$ cat config.mk
export PLATFORM = sky130hd
export DESIGN_NAME = pio_sm
export DESIGN_NICKNAME = d
export VERILOG_FILES = /design/src/hdl/sm_pkg.sv /design/src/hdl/pio_sm.sv /design/src/hdl/sm_exec.sv /design/src/hdl/osr_unit.sv /design/src/hdl/fetch_unit.sv /design/src/hdl/sync_fifo.sv
export SDC_FILE = /design/constraint.sdc
export NUM_CORES = 1
export LEC_CHECK = 0
export ABC_CLOCK_PERIOD_IN_PS = 8020
export BUFFER_PORTS_ARGS = -buffer_cell sky130_fd_sc_hd__buf_2
export CAP_MARGIN = 20
export CORE_UTILIZATION = 36
export CTS_CLUSTER_SIZE = 12
export DETAILED_ROUTE_END_ITERATION = 10
export PLACE_DENSITY = 0.57
export SKIP_CTS_REPAIR_TIMING = 1
export SLEW_MARGIN = 20
export SYNTH_ARGS = -nofsm -noshare
export SYNTH_HDL_FRONTEND = slang
export SYNTH_SLANG_ARGS = --single-unit
$ cat constraint.sdc
create_clock -name clk -period 8.02 [get_ports clk]
set_input_delay 1.203 -clock clk [delete_from_list [all_inputs] [get_ports clk]]
set_output_delay 1.203 -clock clk [all_outputs]
set_load 0.01 [all_outputs]
$ cat src/hdl/sm_pkg.sv
`default_nettype none

package sm_pkg;

    typedef logic [31:0] word_t;
    typedef logic [4:0]  pc_t;
    // Shift count or threshold, 0 to 32
    typedef logic [5:0]  count_t;

    typedef enum logic [2:0] {
        JMP       = 3'd0,
        WAIT      = 3'd1,
        IN        = 3'd2,
        OUT       = 3'd3,
        PUSH_PULL = 3'd4,
        MOV       = 3'd5,
        IRQ       = 3'd6,
        SET       = 3'd7
    } opcode_t;

    typedef enum logic [2:0] {
        ALWAYS        = 3'd0,
        X_ZERO        = 3'd1,
        X_NZ_DEC      = 3'd2,
        Y_ZERO        = 3'd3,
        Y_NZ_DEC      = 3'd4,
        X_NE_Y        = 3'd5,
        PIN           = 3'd6,
        OSR_NOT_EMPTY = 3'd7
    } jmp_cond_t;

    // Shared by MOV/OUT/SET destinations and MOV sources
    typedef enum logic [2:0] {
        PINS = 3'd0,
        X    = 3'd1,
        Y    = 3'd2,
        NULL = 3'd3,
        EXEC = 3'd4,
        PC   = 3'd5,
        ISR  = 3'd6,
        OSR  = 3'd7
    } mov_operand_t;

    typedef struct packed {
        opcode_t      opcode;
        logic [4:0]   rsvd;
        jmp_cond_t    cond;
        pc_t          target;
    } instr_jmp_t;

    // MOV source sits in data[2:0]
    typedef struct packed {
        opcode_t      opcode;
        logic [4:0]   rsvd;
        mov_operand_t dest;
        logic [4:0]   data;
    } instr_opnd_t;

    typedef struct packed {
        opcode_t      opcode;
        logic [4:0]   rsvd;
        logic         pull;
        logic         if_empty;
        logic         block;
        logic [4:0]   rsvd_low;
    } instr_fifo_t;

    typedef union packed {
        instr_jmp_t  jmp;
        instr_opnd_t opnd;
        instr_fifo_t fifo;
    } instr_t;

    typedef struct packed {
        logic       full;
        logic       empty;
        logic [2:0] count;
    } fifo_status_t;

    typedef struct packed {
        logic   load;
        word_t  load_data;
        logic   shift_en;
        count_t shift_count;
    } osr_ctrl_t;

    typedef struct packed {
        logic       out_shiftdir;  // 1 shifts right
        logic [4:0] pull_thresh;   // 0 means 32
    } sm_config_t;

endpackage

`default_nettype wire
$ cat src/hdl/pio_sm.sv
`timescale 1ns/1ps
`default_nettype none

module pio_sm #(
    parameter int FIFO_DEPTH = 4
) (
    input  logic               clk,
    input  logic               rst,
    input  logic               imem_we,
    input  sm_pkg::pc_t        imem_addr,
    input  sm_pkg::instr_t     imem_wdata,
    input  logic               run,
    input  sm_pkg::sm_config_t cfg,
    input  logic               tx_push,
    input  sm_pkg::word_t      tx_wdata,
    output logic               tx_full,
    input  logic               rx_pop,
    output sm_pkg::word_t      rx_rdata,
    output logic               rx_empty,
    output sm_pkg::pc_t        pc
);

    sm_pkg::instr_t       instr;
    logic                 pc_advance;
    logic                 jump_taken;
    sm_pkg::pc_t          jump_target;
    sm_pkg::osr_ctrl_t    osr_ctrl;
    sm_pkg::word_t        osr_data;
    sm_pkg::word_t        shift_out;
    logic                 osr_empty;
    logic                 tx_pop;
    sm_pkg::word_t        tx_rdata;
    sm_pkg::fifo_status_t tx_status;
    logic                 rx_push;
    sm_pkg::word_t        rx_wdata;
    sm_pkg::fifo_status_t rx_status;

    assign tx_full  = tx_status.full;
    assign rx_empty = rx_status.empty;

    fetch_unit u_fetch (
        .clk(clk), .rst(rst),
        .imem_we(imem_we), .imem_addr(imem_addr), .imem_wdata(imem_wdata),
        .pc_advance(pc_advance), .jump_taken(jump_taken), .jump_target(jump_target),
        .instr(instr), .pc(pc)
    );

    sm_exec u_exec (
        .clk(clk), .rst(rst), .run(run), .instr(instr),
        .tx_status(tx_status), .tx_rdata(tx_rdata), .rx_status(rx_status),
        .osr_data(osr_data), .shift_out(shift_out), .osr_empty(osr_empty),
        .pc_advance(pc_advance), .jump_taken(jump_taken), .jump_target(jump_target),
        .osr_ctrl(osr_ctrl), .tx_pop(tx_pop), .rx_push(rx_push), .rx_wdata(rx_wdata)
    );

    osr_unit u_osr (
        .clk(clk), .rst(rst), .ctrl(osr_ctrl), .cfg(cfg),
        .osr_data(osr_data), .shift_out(shift_out), .osr_empty(osr_empty)
    );

    // Host to machine
    sync_fifo #(.FIFO_DEPTH(FIFO_DEPTH)) tx_fifo (
        .clk(clk), .rst(rst), .push(tx_push), .wdata(tx_wdata),
        .pop(tx_pop), .rdata(tx_rdata), .status(tx_status)
    );

    // Machine to host
    sync_fifo #(.FIFO_DEPTH(FIFO_DEPTH)) rx_fifo (
        .clk(clk), .rst(rst), .push(rx_push), .wdata(rx_wdata),
        .pop(rx_pop), .rdata(rx_rdata), .status(rx_status)
    );

endmodule

`default_nettype wire

$ cat src/hdl/sm_exec.sv
`timescale 1ns/1ps
`default_nettype none

module sm_exec (
    input  logic                 clk,
    input  logic                 rst,
    input  logic                 run,
    input  sm_pkg::instr_t       instr,
    input  sm_pkg::fifo_status_t tx_status,
    input  sm_pkg::word_t        tx_rdata,
    input  sm_pkg::fifo_status_t rx_status,
    input  sm_pkg::word_t        osr_data,
    input  sm_pkg::word_t        shift_out,
    input  logic                 osr_empty,
    output logic                 pc_advance,
    output logic                 jump_taken,
    output sm_pkg::pc_t          jump_target,
    output sm_pkg::osr_ctrl_t    osr_ctrl,
    output logic                 tx_pop,
    output logic                 rx_push,
    output sm_pkg::word_t        rx_wdata
);

    sm_pkg::word_t        x;
    sm_pkg::word_t        y;
    sm_pkg::word_t        isr;
    sm_pkg::opcode_t      op;
    sm_pkg::mov_operand_t dest;
    sm_pkg::mov_operand_t mov_src;
    sm_pkg::word_t        src_value;
    logic                 cond_true;
    logic                 is_pull;
    logic                 is_push;
    logic                 pull_skip;
    logic                 stall;
    logic                 pull_exec;

    assign op      = instr.jmp.opcode;
    assign dest    = instr.opnd.dest;
    assign mov_src = sm_pkg::mov_operand_t'(instr.opnd.data[2:0]);

    // Conditions see X and Y before any decrement
    always_comb begin
        case (instr.jmp.cond)
            sm_pkg::ALWAYS:        cond_true = 1'b1;
            sm_pkg::X_ZERO:        cond_true = (x == '0);
            sm_pkg::X_NZ_DEC:      cond_true = (x != '0);
            sm_pkg::Y_ZERO:        cond_true = (y == '0);
            sm_pkg::Y_NZ_DEC:      cond_true = (y != '0);
            sm_pkg::X_NE_Y:        cond_true = (x != y);
            sm_pkg::OSR_NOT_EMPTY: cond_true = !osr_empty;
            default:               cond_true = 1'b0;  // PIN is reserved
        endcase
    end

    always_comb begin
        case (mov_src)
            sm_pkg::X:   src_value = x;
            sm_pkg::Y:   src_value = y;
            sm_pkg::ISR: src_value = isr;
            sm_pkg::OSR: src_value = osr_data;
            default:     src_value = '0;
        endcase
    end

    assign is_pull   = (op == sm_pkg::PUSH_PULL) && instr.fifo.pull;
    assign is_push   = (op == sm_pkg::PUSH_PULL) && !instr.fifo.pull;
    // If-empty pull with data still in the OSR does nothing
    assign pull_skip = is_pull && instr.fifo.if_empty && !osr_empty;

    assign stall = (is_pull && !pull_skip && instr.fifo.block && tx_status.empty)
                || (is_push && instr.fifo.block && rx_status.full);

    assign pull_exec   = run && is_pull && !pull_skip && !stall;
    assign pc_advance  = run && !stall;
    assign jump_taken  = run && (op == sm_pkg::JMP) && cond_true;
    assign jump_target = instr.jmp.target;

    assign tx_pop   = pull_exec && !tx_status.empty;
    assign rx_push  = run && is_push && !rx_status.full;
    assign rx_wdata = isr;

    always_comb begin
        osr_ctrl = '0;
        // OUT count of 0 moves a full word
        osr_ctrl.shift_count = (instr.opnd.data == 5'd0) ? 6'd32 : {1'b0, instr.opnd.data};
        if (pull_exec) begin
            // Non-blocking pull from an empty FIFO takes X
            osr_ctrl.load      = 1'b1;
            osr_ctrl.load_data = tx_status.empty ? x : tx_rdata;
        end else if (run && (op == sm_pkg::MOV) && (dest == sm_pkg::OSR)) begin
            osr_ctrl.load      = 1'b1;
            osr_ctrl.load_data = src_value;
        end
        osr_ctrl.shift_en = run && (op == sm_pkg::OUT);
    end

    always_ff @(posedge clk or posedge rst) begin
        if (rst) begin
            x   <= '0;
            y   <= '0;
            isr <= '0;
        end else if (run && !stall) begin
            case (op)
                sm_pkg::JMP: begin
                    if (instr.jmp.cond == sm_pkg::X_NZ_DEC) begin
                        x <= x - 32'd1;
                    end
                    if (instr.jmp.cond == sm_pkg::Y_NZ_DEC) begin
                        y <= y - 32'd1;
                    end
                end
                sm_pkg::SET: begin
                    if (dest == sm_pkg::X) x <= {27'd0, instr.opnd.data};
                    if (dest == sm_pkg::Y) y <= {27'd0, instr.opnd.data};
                end
                sm_pkg::OUT: begin
                    if (dest == sm_pkg::X) x <= shift_out;
                    if (dest == sm_pkg::Y) y <= shift_out;
                end
                sm_pkg::MOV: begin
                    if (dest == sm_pkg::X)   x   <= src_value;
                    if (dest == sm_pkg::Y)   y   <= src_value;
                    if (dest == sm_pkg::ISR) isr <= src_value;
                end
                sm_pkg::PUSH_PULL: begin
                    // Cleared even when a full RX FIFO drops the push
                    if (!instr.fifo.pull) isr <= '0;
                end
                default: begin
                end
            endcase
        end
    end

    a_one_fifo_strobe: assert property (@(posedge clk) disable iff (rst)
        !(tx_pop && rx_push))
        else $error("sm_exec: TX pop and RX push together");

endmodule

`default_nettype wire

$ cat src/hdl/osr_unit.sv
`timescale 1ns/1ps
`default_nettype none

module osr_unit (
    input  logic               clk,
    input  logic               rst,
    input  sm_pkg::osr_ctrl_t  ctrl,
    input  sm_pkg::sm_config_t cfg,
    output sm_pkg::word_t      osr_data,
    output sm_pkg::word_t      shift_out,
    output logic               osr_empty
);

    sm_pkg::word_t  osr;
    sm_pkg::count_t shift_cnt;
    sm_pkg::count_t thresh;
    logic [6:0]     cnt_sum;

    assign osr_data = osr;

    assign thresh    = (cfg.pull_thresh == 5'd0) ? 6'd32 : {1'b0, cfg.pull_thresh};
    assign osr_empty = (shift_cnt >= thresh);

    // Shift amount is 1 to 32, shifts of 32 give all zeros
    always_comb begin
        if (cfg.out_shiftdir) begin
            shift_out = osr & ~({32{1'b1}} << ctrl.shift_count);
        end else begin
            // High bits, right-aligned
            shift_out = osr >> (6'd32 - ctrl.shift_count);
        end
    end

    assign cnt_sum = {1'b0, shift_cnt} + {1'b0, ctrl.shift_count};

    always_ff @(posedge clk or posedge rst) begin
        if (rst) begin
            osr       <= '0;
            shift_cnt <= '0;
        end else if (ctrl.load) begin
            osr       <= ctrl.load_data;
            shift_cnt <= '0;
        end else if (ctrl.shift_en) begin
            if (cfg.out_shiftdir) begin
                osr <= osr >> ctrl.shift_count;
            end else begin
                osr <= osr << ctrl.shift_count;
            end
            // Saturate at a full word
            shift_cnt <= (cnt_sum > 7'd32) ? 6'd32 : cnt_sum[5:0];
        end
    end

    a_cnt_range: assert property (@(posedge clk) disable iff (rst)
        shift_cnt <= 6'd32)
        else $error("osr_unit: shift counter above 32");

endmodule

`default_nettype wire

$ cat src/hdl/fetch_unit.sv
`timescale 1ns/1ps
`default_nettype none

module fetch_unit (
    input  logic           clk,
    input  logic           rst,
    input  logic           imem_we,
    input  sm_pkg::pc_t    imem_addr,
    input  sm_pkg::instr_t imem_wdata,
    input  logic           pc_advance,
    input  logic           jump_taken,
    input  sm_pkg::pc_t    jump_target,
    output sm_pkg::instr_t instr,
    output sm_pkg::pc_t    pc
);

    sm_pkg::instr_t imem [32];

    // Host write port
    always_ff @(posedge clk) begin
        if (imem_we) begin
            imem[imem_addr] <= imem_wdata;
        end
    end

    // Decode happens in the same cycle as the read
    assign instr = imem[pc];

    // Rolls over at 32, no program wrap
    always_ff @(posedge clk or posedge rst) begin
        if (rst) begin
            pc <= '0;
        end else if (jump_taken) begin
            pc <= jump_target;
        end else if (pc_advance) begin
            pc <= pc + 5'd1;
        end
    end

    // A jump from the executor is never issued on a stalled cycle
    a_jump_advances: assert property (@(posedge clk) disable iff (rst)
        jump_taken |-> pc_advance)
        else $error("fetch_unit: jump while stalled");

endmodule

`default_nettype wire

$ cat src/hdl/sync_fifo.sv
`timescale 1ns/1ps
`default_nettype none

module sync_fifo #(
    parameter int FIFO_DEPTH = 4
) (
    input  logic                 clk,
    input  logic                 rst,
    input  logic                 push,
    input  sm_pkg::word_t        wdata,
    input  logic                 pop,
    output sm_pkg::word_t        rdata,
    output sm_pkg::fifo_status_t status
);

    localparam int PTR_W = $clog2(FIFO_DEPTH);
    localparam int CNT_W = PTR_W + 1;

    sm_pkg::word_t    mem [FIFO_DEPTH];
    logic [PTR_W-1:0] wr_ptr;
    logic [PTR_W-1:0] rd_ptr;
    logic [CNT_W-1:0] count;
    logic             do_push;
    logic             do_pop;

    // Requests that cannot be served are dropped here
    assign do_push = push && !status.full;
    assign do_pop  = pop && !status.empty;

    assign status.full  = (count == CNT_W'(FIFO_DEPTH));
    assign status.empty = (count == '0);
    assign status.count = 3'(count);
    assign rdata        = mem[rd_ptr];

    always_ff @(posedge clk) begin
        if (do_push) begin
            mem[wr_ptr] <= wdata;
        end
    end

    always_ff @(posedge clk or posedge rst) begin
        if (rst) begin
            wr_ptr <= '0;
            rd_ptr <= '0;
            count  <= '0;
        end else begin
            if (do_push) begin
                wr_ptr <= wr_ptr + PTR_W'(1);
            end
            if (do_pop) begin
                rd_ptr <= rd_ptr + PTR_W'(1);
            end
            case ({do_push, do_pop})
                2'b10:   count <= count + CNT_W'(1);
                2'b01:   count <= count - CNT_W'(1);
                default: count <= count;
            endcase
        end
    end

    // A full buffer must never see its write pointer move
    a_no_write_full: assert property (@(posedge clk) disable iff (rst)
        status.full && !do_pop |=> wr_ptr == $past(wr_ptr))
        else $error("sync_fifo: write while full");

    a_no_read_empty: assert property (@(posedge clk) disable iff (rst)
        status.empty |=> rd_ptr == $past(rd_ptr))
        else $error("sync_fifo: read while empty");

endmodule

`default_nettype wire

# After elaboration in Yosys (flattened, before gate mapping)
# Memory sizes are Yosys's and may differ from the RTL's.
# Cells that the tools add are included.
# totals
memories	3
word_cells	158
ramBits	768
output_inout_bits	39
reg_bits	153
in_bits	65
# classes
n_addsub	13
bitwise	2
eq_ne	32
shift	4
n_mux	37
n_lt_le_gt_ge	2
n_reduce_logical	53
# memory_table
name	words	word_bits	read_ports	rd_clocked_by_memory_dff	wr	line_no	text
u_fetch.imem	32	16	1	0	1	fetch_unit.sv:17	sm_pkg::instr_t imem [32];
rx_fifo.mem	4	32	1	0	1	sync_fifo.sv:19	sm_pkg::word_t mem [FIFO_DEPTH];
tx_fifo.mem	4	32	1	0	1	sync_fifo.sv:19	
# ops
cell	n
32-bit two-way mux	15
32-bit one-hot mux with 4 select lines	3
33-bit two-way mux	2
32-bit logical NOT	2
32-bit one-hot mux with 2 select lines	1
32-bit nonzero test	2
32-bit by 6-bit >> shifter with 32-bit output	2
32-bit by 1-bit subtractor with 32-bit output (second input constant)	2
3-bit equality test (second input constant)	11
32-bit bitwise AND	1
32-bit != test	1
32-bit NOT	1
32-bit by 6-bit left shift with 32-bit output	1
32-bit by 6-bit left shift with 32-bit output (first input constant)	1
6-bit two-way mux	5
1-bit logical AND	25
2-bit != test (second input constant)	8
3-bit by 2-bit equality test with 1-bit output (second input constant)	4
3-bit logical NOT	4
3-bit one-hot mux with 2 select lines	2
6-bit AND reduction	2
5-bit logical NOT	2
5-bit two-way mux	2
2-bit nonzero test	5
18 further kinds	39

# Depth between registers and ports, before layout
# depth
word_depth	16
depth_mapped	33
ltp_nobuf	21

# Modules after synthesis
# A second synthesis with hierarchy kept.
# unflattened
cells_unflattened	3351
hier_area_um2	45538.7
# modules_own_cells
module	area_per_inst_um2	cells_per_inst	seq_area_each_um2	instances
fetch_unit	19939.1	917	15499.9	1
sync_fifo	5094.9	206	4018.9	2
osr_unit	7826.3	1047	950.9	1
sm_exec	7583.5	975	2402.3	1

# Least setup slack after synthesis
# No wires, ideal clock.
# synth_timing
path_kind	register to register
from	register u_fetch.pc[0]
to	register u_osr.shift_cnt[2]
path_slack_ps	1902
arrival_time_ps	6046
period_less_slack_ps	6118
path_stages_with_launch	34
cell_sequence	dfrtp_1 > buf_6 > buf_6 > buf_8 > buf_6 > buf_6 > mux4_2 > a22oi_1 > nand4_1 > nand3_2 > buf_4 > buf_2 > buf_1 > ha_1 > o21ai_2 > o31ai_4 > inv_4 > buf_6 > buf_6 > buf_6 > buf_2 > ha_1 > inv_1 > fa_1 > inv_1 > a21oi_1 > o21bai_1 > xor2_1 > nor2_1 > nand4b_1 > a211oi_1 > nor2b_1 > a21oi_1 > nor2_1
# synth_via
elab_chain_cells	14
elab_cells_between_ends	34
cone_classes	add/sub: 1; order compare: 1; eq/ne: 4; mux: 6; reduce/logical: 21; memory: 1
# synth_rtl
element	line_no	text
start: declaration	fetch_unit.sv:14	output sm_pkg::pc_t pc
start signal: assignment	fetch_unit.sv:34	pc <= jump_target;
start signal: assignment	fetch_unit.sv:36	pc <= pc + 5'd1;
memory read 32 x 16 bit *	--	
parallel branches: the longest is 13 deep, another holds 6-bit by 6-bit adder with 7-bit output	--	
end signal: assignment	osr_unit.sv:50	shift_cnt <= (cnt_sum > 7'd32) ? 6'd32 : cnt_sum[5:0];
end: declaration	osr_unit.sv:15	sm_pkg::count_t shift_cnt;
# Every way passes the cells marked *. The select of a mux whose other input is x is not followed.
# A chain may end at the register's enable or synchronous reset.

# Final worst setup path
# layout_timing
from	register u_fetch.pc[0]
to	register u_osr.osr[26], in the netlist u_osr.osr_data[26]
# layout_via
elab_chain_cells	14
elab_cells_between_ends	39
cone_classes	eq/ne: 8; shift: 2; mux: 7; reduce/logical: 21; memory: 1
# layout_rtl
element	line_no	text
memory read 32 x 16 bit *	--	
parallel branches: the longest is 13 deep, another holds 32-bit by 6-bit left shift with 32-bit output	--	
end signal: assignment	osr_unit.sv:41	osr <= ctrl.load_data;
end signal: assignment	osr_unit.sv:45	osr <= osr >> ctrl.shift_count;
end signal: assignment	osr_unit.sv:47	osr <= osr << ctrl.shift_count;
end: declaration	osr_unit.sv:14	sm_pkg::word_t osr;
# Marks and branches as above.

==> results <==
- The run finished with clean final reports.
- The post-synthesis to final-layout area growth is 12.3%.
- STA puts the critical path data arrival time at 7.05 ns.
- The largest single stage delay on the critical path is between 0.8 and 0.9 ns.
- The number of clock sinks seen by CTS is 761.
- The critical path goes through buf_4 -> mux4_2 -> nand2_1 -> nand4_1 -> nand3_2 -> ha_2 -> o21a_1 -> a31oi_4 -> inv_2 -> buf_4 -> mux2i_1 -> mux2_2 -> nor4_1 -> a221oi_1 -> nor3_1 -> o32a_1.
- After synthesis, the netlist uses 96 different library cells.
- After legalization and detailed placement, the total HPWL measured 98600 um.
- The initial detailed-routing violation count is 4757.
- The per-instance average area after synthesis is 12.3 um2.
- The final route contains 30200 vias.
- After floorplanning, the core was sized to cover 109000 um2.
- The effective utilization at floorplan is 0.365.
- Global routing finished with a remaining overflow of 0.
- The CTS clock-pin slew for the worst setup and hold paths is 0.06 ns.
- The endpoint required time on the critical path is 8.66 ns.
- The detail route stage leaves a number of antenna-violating nets equal to 0.
- After routing, the total negative slack on setup checks comes to 0 ns.
- For this run, the top clock speed supported by timing is 0.156 GHz.
- The site row count is 121.
- The count of flip-flops with a built-in enable after synthesis is 608.
- Buffers placed on the I/O ports in this run total 98.
- The worst setup path is launched from a flop.
- Fill cells in the final layout number 10300.
- The number of nets in the synthesized netlist is about 3300.
- Measured along the x axis, the die boundary spans 335 um.
- The overall fraction of global-route tracks in use is 0.252.
- In this run, CTS created clock tree buffers numbering 85.
- The final number of hold-violating endpoints was 0.
- The slowest cell on the critical path is dfrtp_4.
- The CTS tree is done.
- In this run the clock root is driven by a clkbuf_16.
- The I/O pin total is 104.
- The routed wire length per instance is 29.8 um.
- The tool flagged a number of max-cap violations equal to 0.
- Clock latency on the worst-skew pair, taken at its later pin, is around 0.72 ns.
- The count of H-tree levels built during CTS is 3.
- The final setup violation count is 0.
- In this design, the critical path's most frequently occurring cell is buf_4.
- The number of antenna violations at the first check in global routing is 7.
- Of all flip-flops after synthesis, the portion carrying an async set or reset was 0.201.
- The number of synthesized register bits is 761.
- The die area is 112000 um2.
- The die is approximately 330 um tall.
- Along the worst path, the maximum fanout reaches 36.
- Entering global routing, the biggest net connects 70 pins.
- STA classifies the critical path endpoint as a flop.
- The core occupancy in the finished layout is 0.410.
- The post-synthesis cell area is 39900 um2.
- In the routed layout, each cell is associated on average with a via count of approximately 6.3.
- The transition time of the tightest slew-check pin is 1.12 ns.
- The minimum clock period is 6.41 ns.
- The number of buffers between clock root and the deepest sink is 3.
- The placer's final routability congestion estimate is approximately 1.0.
- In the layout the commonest cells are 608 x edfxtp_1, 303 x nand2_1, 233 x nor2_1.
- Of the cells placed in the final design, the portion with a size suffix greater than 1 is 0.182.
- The first global-routing pass estimated 207000 um of wire.
- The number of placed cells counting well taps is around 4700.
- After detailed routing, the number of remaining DRC violations is 0.
- The count of warnings emitted by yosys is 0.
- The number of global-route vias before repair was 28700.
- The post-route clock period utilization is 0.799.
- The min-delay analysis places its worst path in the category reg -> reg.
- The leading register cell type out of synthesis is edfxtp_1.
- The non-filler instance count after layout is about 4800.
- The portion of the post-synthesis area used by sequential elements is 0.554.
- Leaving out fill and tap cells, the most frequent cell in the layout is edfxtp_1.
- Across the routed clock network, the largest skew measured is 0.0837 ns.
- The final layout contains 3371 nets.
- The worst max-slew margin expressed relative to the limit is 0.245.
- The count of pins over their slew limit is 0.
- Setup repair after global routing left no endpoint under its margin.
- The first TritonRoute pass finished after 8 iterations.
- Final hold analysis gives a worst-case slack of just under 0.5 ns.
- The total wire length after detailed routing is 143000 um.
- By startpoint and endpoint, the worst setup path is classified as reg -> reg.
- The synthesized instance count is 3245.
==> worst paths after layout <==
path / from / end / slack (ns) / cells past startpoint
worst max-delay path: u_fetch.pc[0] / u_osr.osr_data[26] / 1.61 / 16
worst max register to register: u_fetch.pc[0] / u_osr.osr_data[26] / 1.61 / 16
max in group asynchronous: rst / tx_fifo.rd_ptr[0] / 6.14 / 3
worst min-delay path: rx_fifo.count[0] / rx_fifo.count[0] / 0.49 / 1
worst min register to register: rx_fifo.count[0] / rx_fifo.count[0] / 0.49 / 1
min in group asynchronous: rst / rx_fifo.count[2] / 0.50 / 2
==> routing by layer <==
metal	track usage	routed length, um	vias to the layer above
met5	0	86	-
met4	0.110	7340	12
met3	0.0712	17000	408
met2	0.364	60700	1882
met1	0.352	58200	15200
li1	-	-	12700
==> sequential cells by signal, indices dropped and copies added, names as in the netlist, 3 cells and up <==
| name | cells |
|---|---|
| u_osr.shift_cnt | 6 |
| rx_fifo.count | 3 |
| u_fetch.imem | 352 |
| u_osr.osr_data | 32 |
| u_exec.rx_wdata | 32 |
| u_exec.y | 32 |
| u_exec.x | 32 |
| tx_fifo.count | 3 |
| rx_fifo.mem | 128 |
| u_fetch.pc | 5 |
| tx_fifo.mem | 128 |
==> cell families after synthesis <==
| family | count (synthesis) | share of synthesized area |
|---|---|---|
| compound gates | 802 | 0.136 |
| xor+xnor | 52 | 0.0114 |
| fa+ha+maj | 35 | 0.0115 |
| buf+inv | 352 | 0.0383 |
| flops | 761 | 0.554 |
| mux | 384 | 0.152 |
| simple gates | 859 | 0.0975 |
==> synthesized netlist by cell type (12+ instances only) <==
| cell | instances | area (um2) |
|---|---|---|
| edfxtp_1 | 608 | 18300 |
| nand2_1 | 303 | 1140 |
| nor2_1 | 238 | 893 |
| mux2i_1 | 180 | 1800 |
| clkbuf_1 | 177 | 664 |
| mux4_2 | 173 | 3900 |
| o21ai_0 | 172 | 861 |
| a21oi_1 | 154 | 771 |
| dfrtp_1 | 153 | 3830 |
| nand3_1 | 86 | 430 |
| nor3_1 | 73 | 365 |
| o22ai_1 | 67 | 419 |
| inv_1 | 54 | 203 |
| buf_2 | 50 | 250 |
| o31ai_1 | 41 | 308 |
| xnor2_1 | 41 | 359 |
| buf_1 | 40 | 150 |
| a211oi_1 | 36 | 270 |
| ha_1 | 32 | 400 |
| a31oi_1 | 31 | 194 |
| a221oi_1 | 29 | 254 |
| mux2_2 | 29 | 327 |
| nor4_1 | 29 | 181 |
| a221o_1 | 26 | 260 |
| o211ai_1 | 25 | 188 |
| o22a_1 | 22 | 193 |
| nand4_1 | 21 | 131 |
| a22oi_1 | 20 | 150 |
| o21ai_1 | 20 | 100 |
| and3_1 | 19 | 119 |
| and2_1 | 17 | 106 |
| nand2b_1 | 17 | 106 |
| o221ai_1 | 17 | 149 |
| a21o_1 | 16 | 120 |
| or3_1 | 14 | 87.6 |
| a22o_1 | 13 | 114 |
| a311oi_1 | 12 | 105 |
==> cell type report <==
type / count / area (um2) / share of cell area
Clock inverter: 42 / 493 / 0.0110
Sequential cell: 761 / 22100 / 0.494
Tap cell: 1476 / 1850 / 0.0412
Inverter: 63 / 245 / 0.00548
Timing Repair Buffer: 228 / 1480 / 0.0331
Multi-Input combinational cell: 2132 / 16300 / 0.365
Antenna cell: 3 / 7.51 / 0.000168
Clock buffer: 109 / 2250 / 0.0502
==> per-stage QoR <==
| stage | setup slack, ns | area [um2] |
|---|---|---|
| after global placement | 1.76 | 42000 |
| after detailed placement | 1.77 | 42000 |
| after CTS | 1.70 | 44700 |
| after global routing | 1.32 | 44800 |
| final | 1.61 | 44800 |
| after floorplan | 1.90 | 39900 |
==> worst max-delay path, delay by kind of cell (launching register included) <==
family / cells / cell delay (ns)
compound gates: 4 / 1.17
fa+ha+maj: 1 / 0.40
buf+inv: 3 / 1.40
flops: 1 / 0.87
mux: 3 / 1.11
simple gates: 5 / 1.32
Power is not shown: default switching activity piles up to over one toggle a cycle in this logic, so the estimate is an artifact.
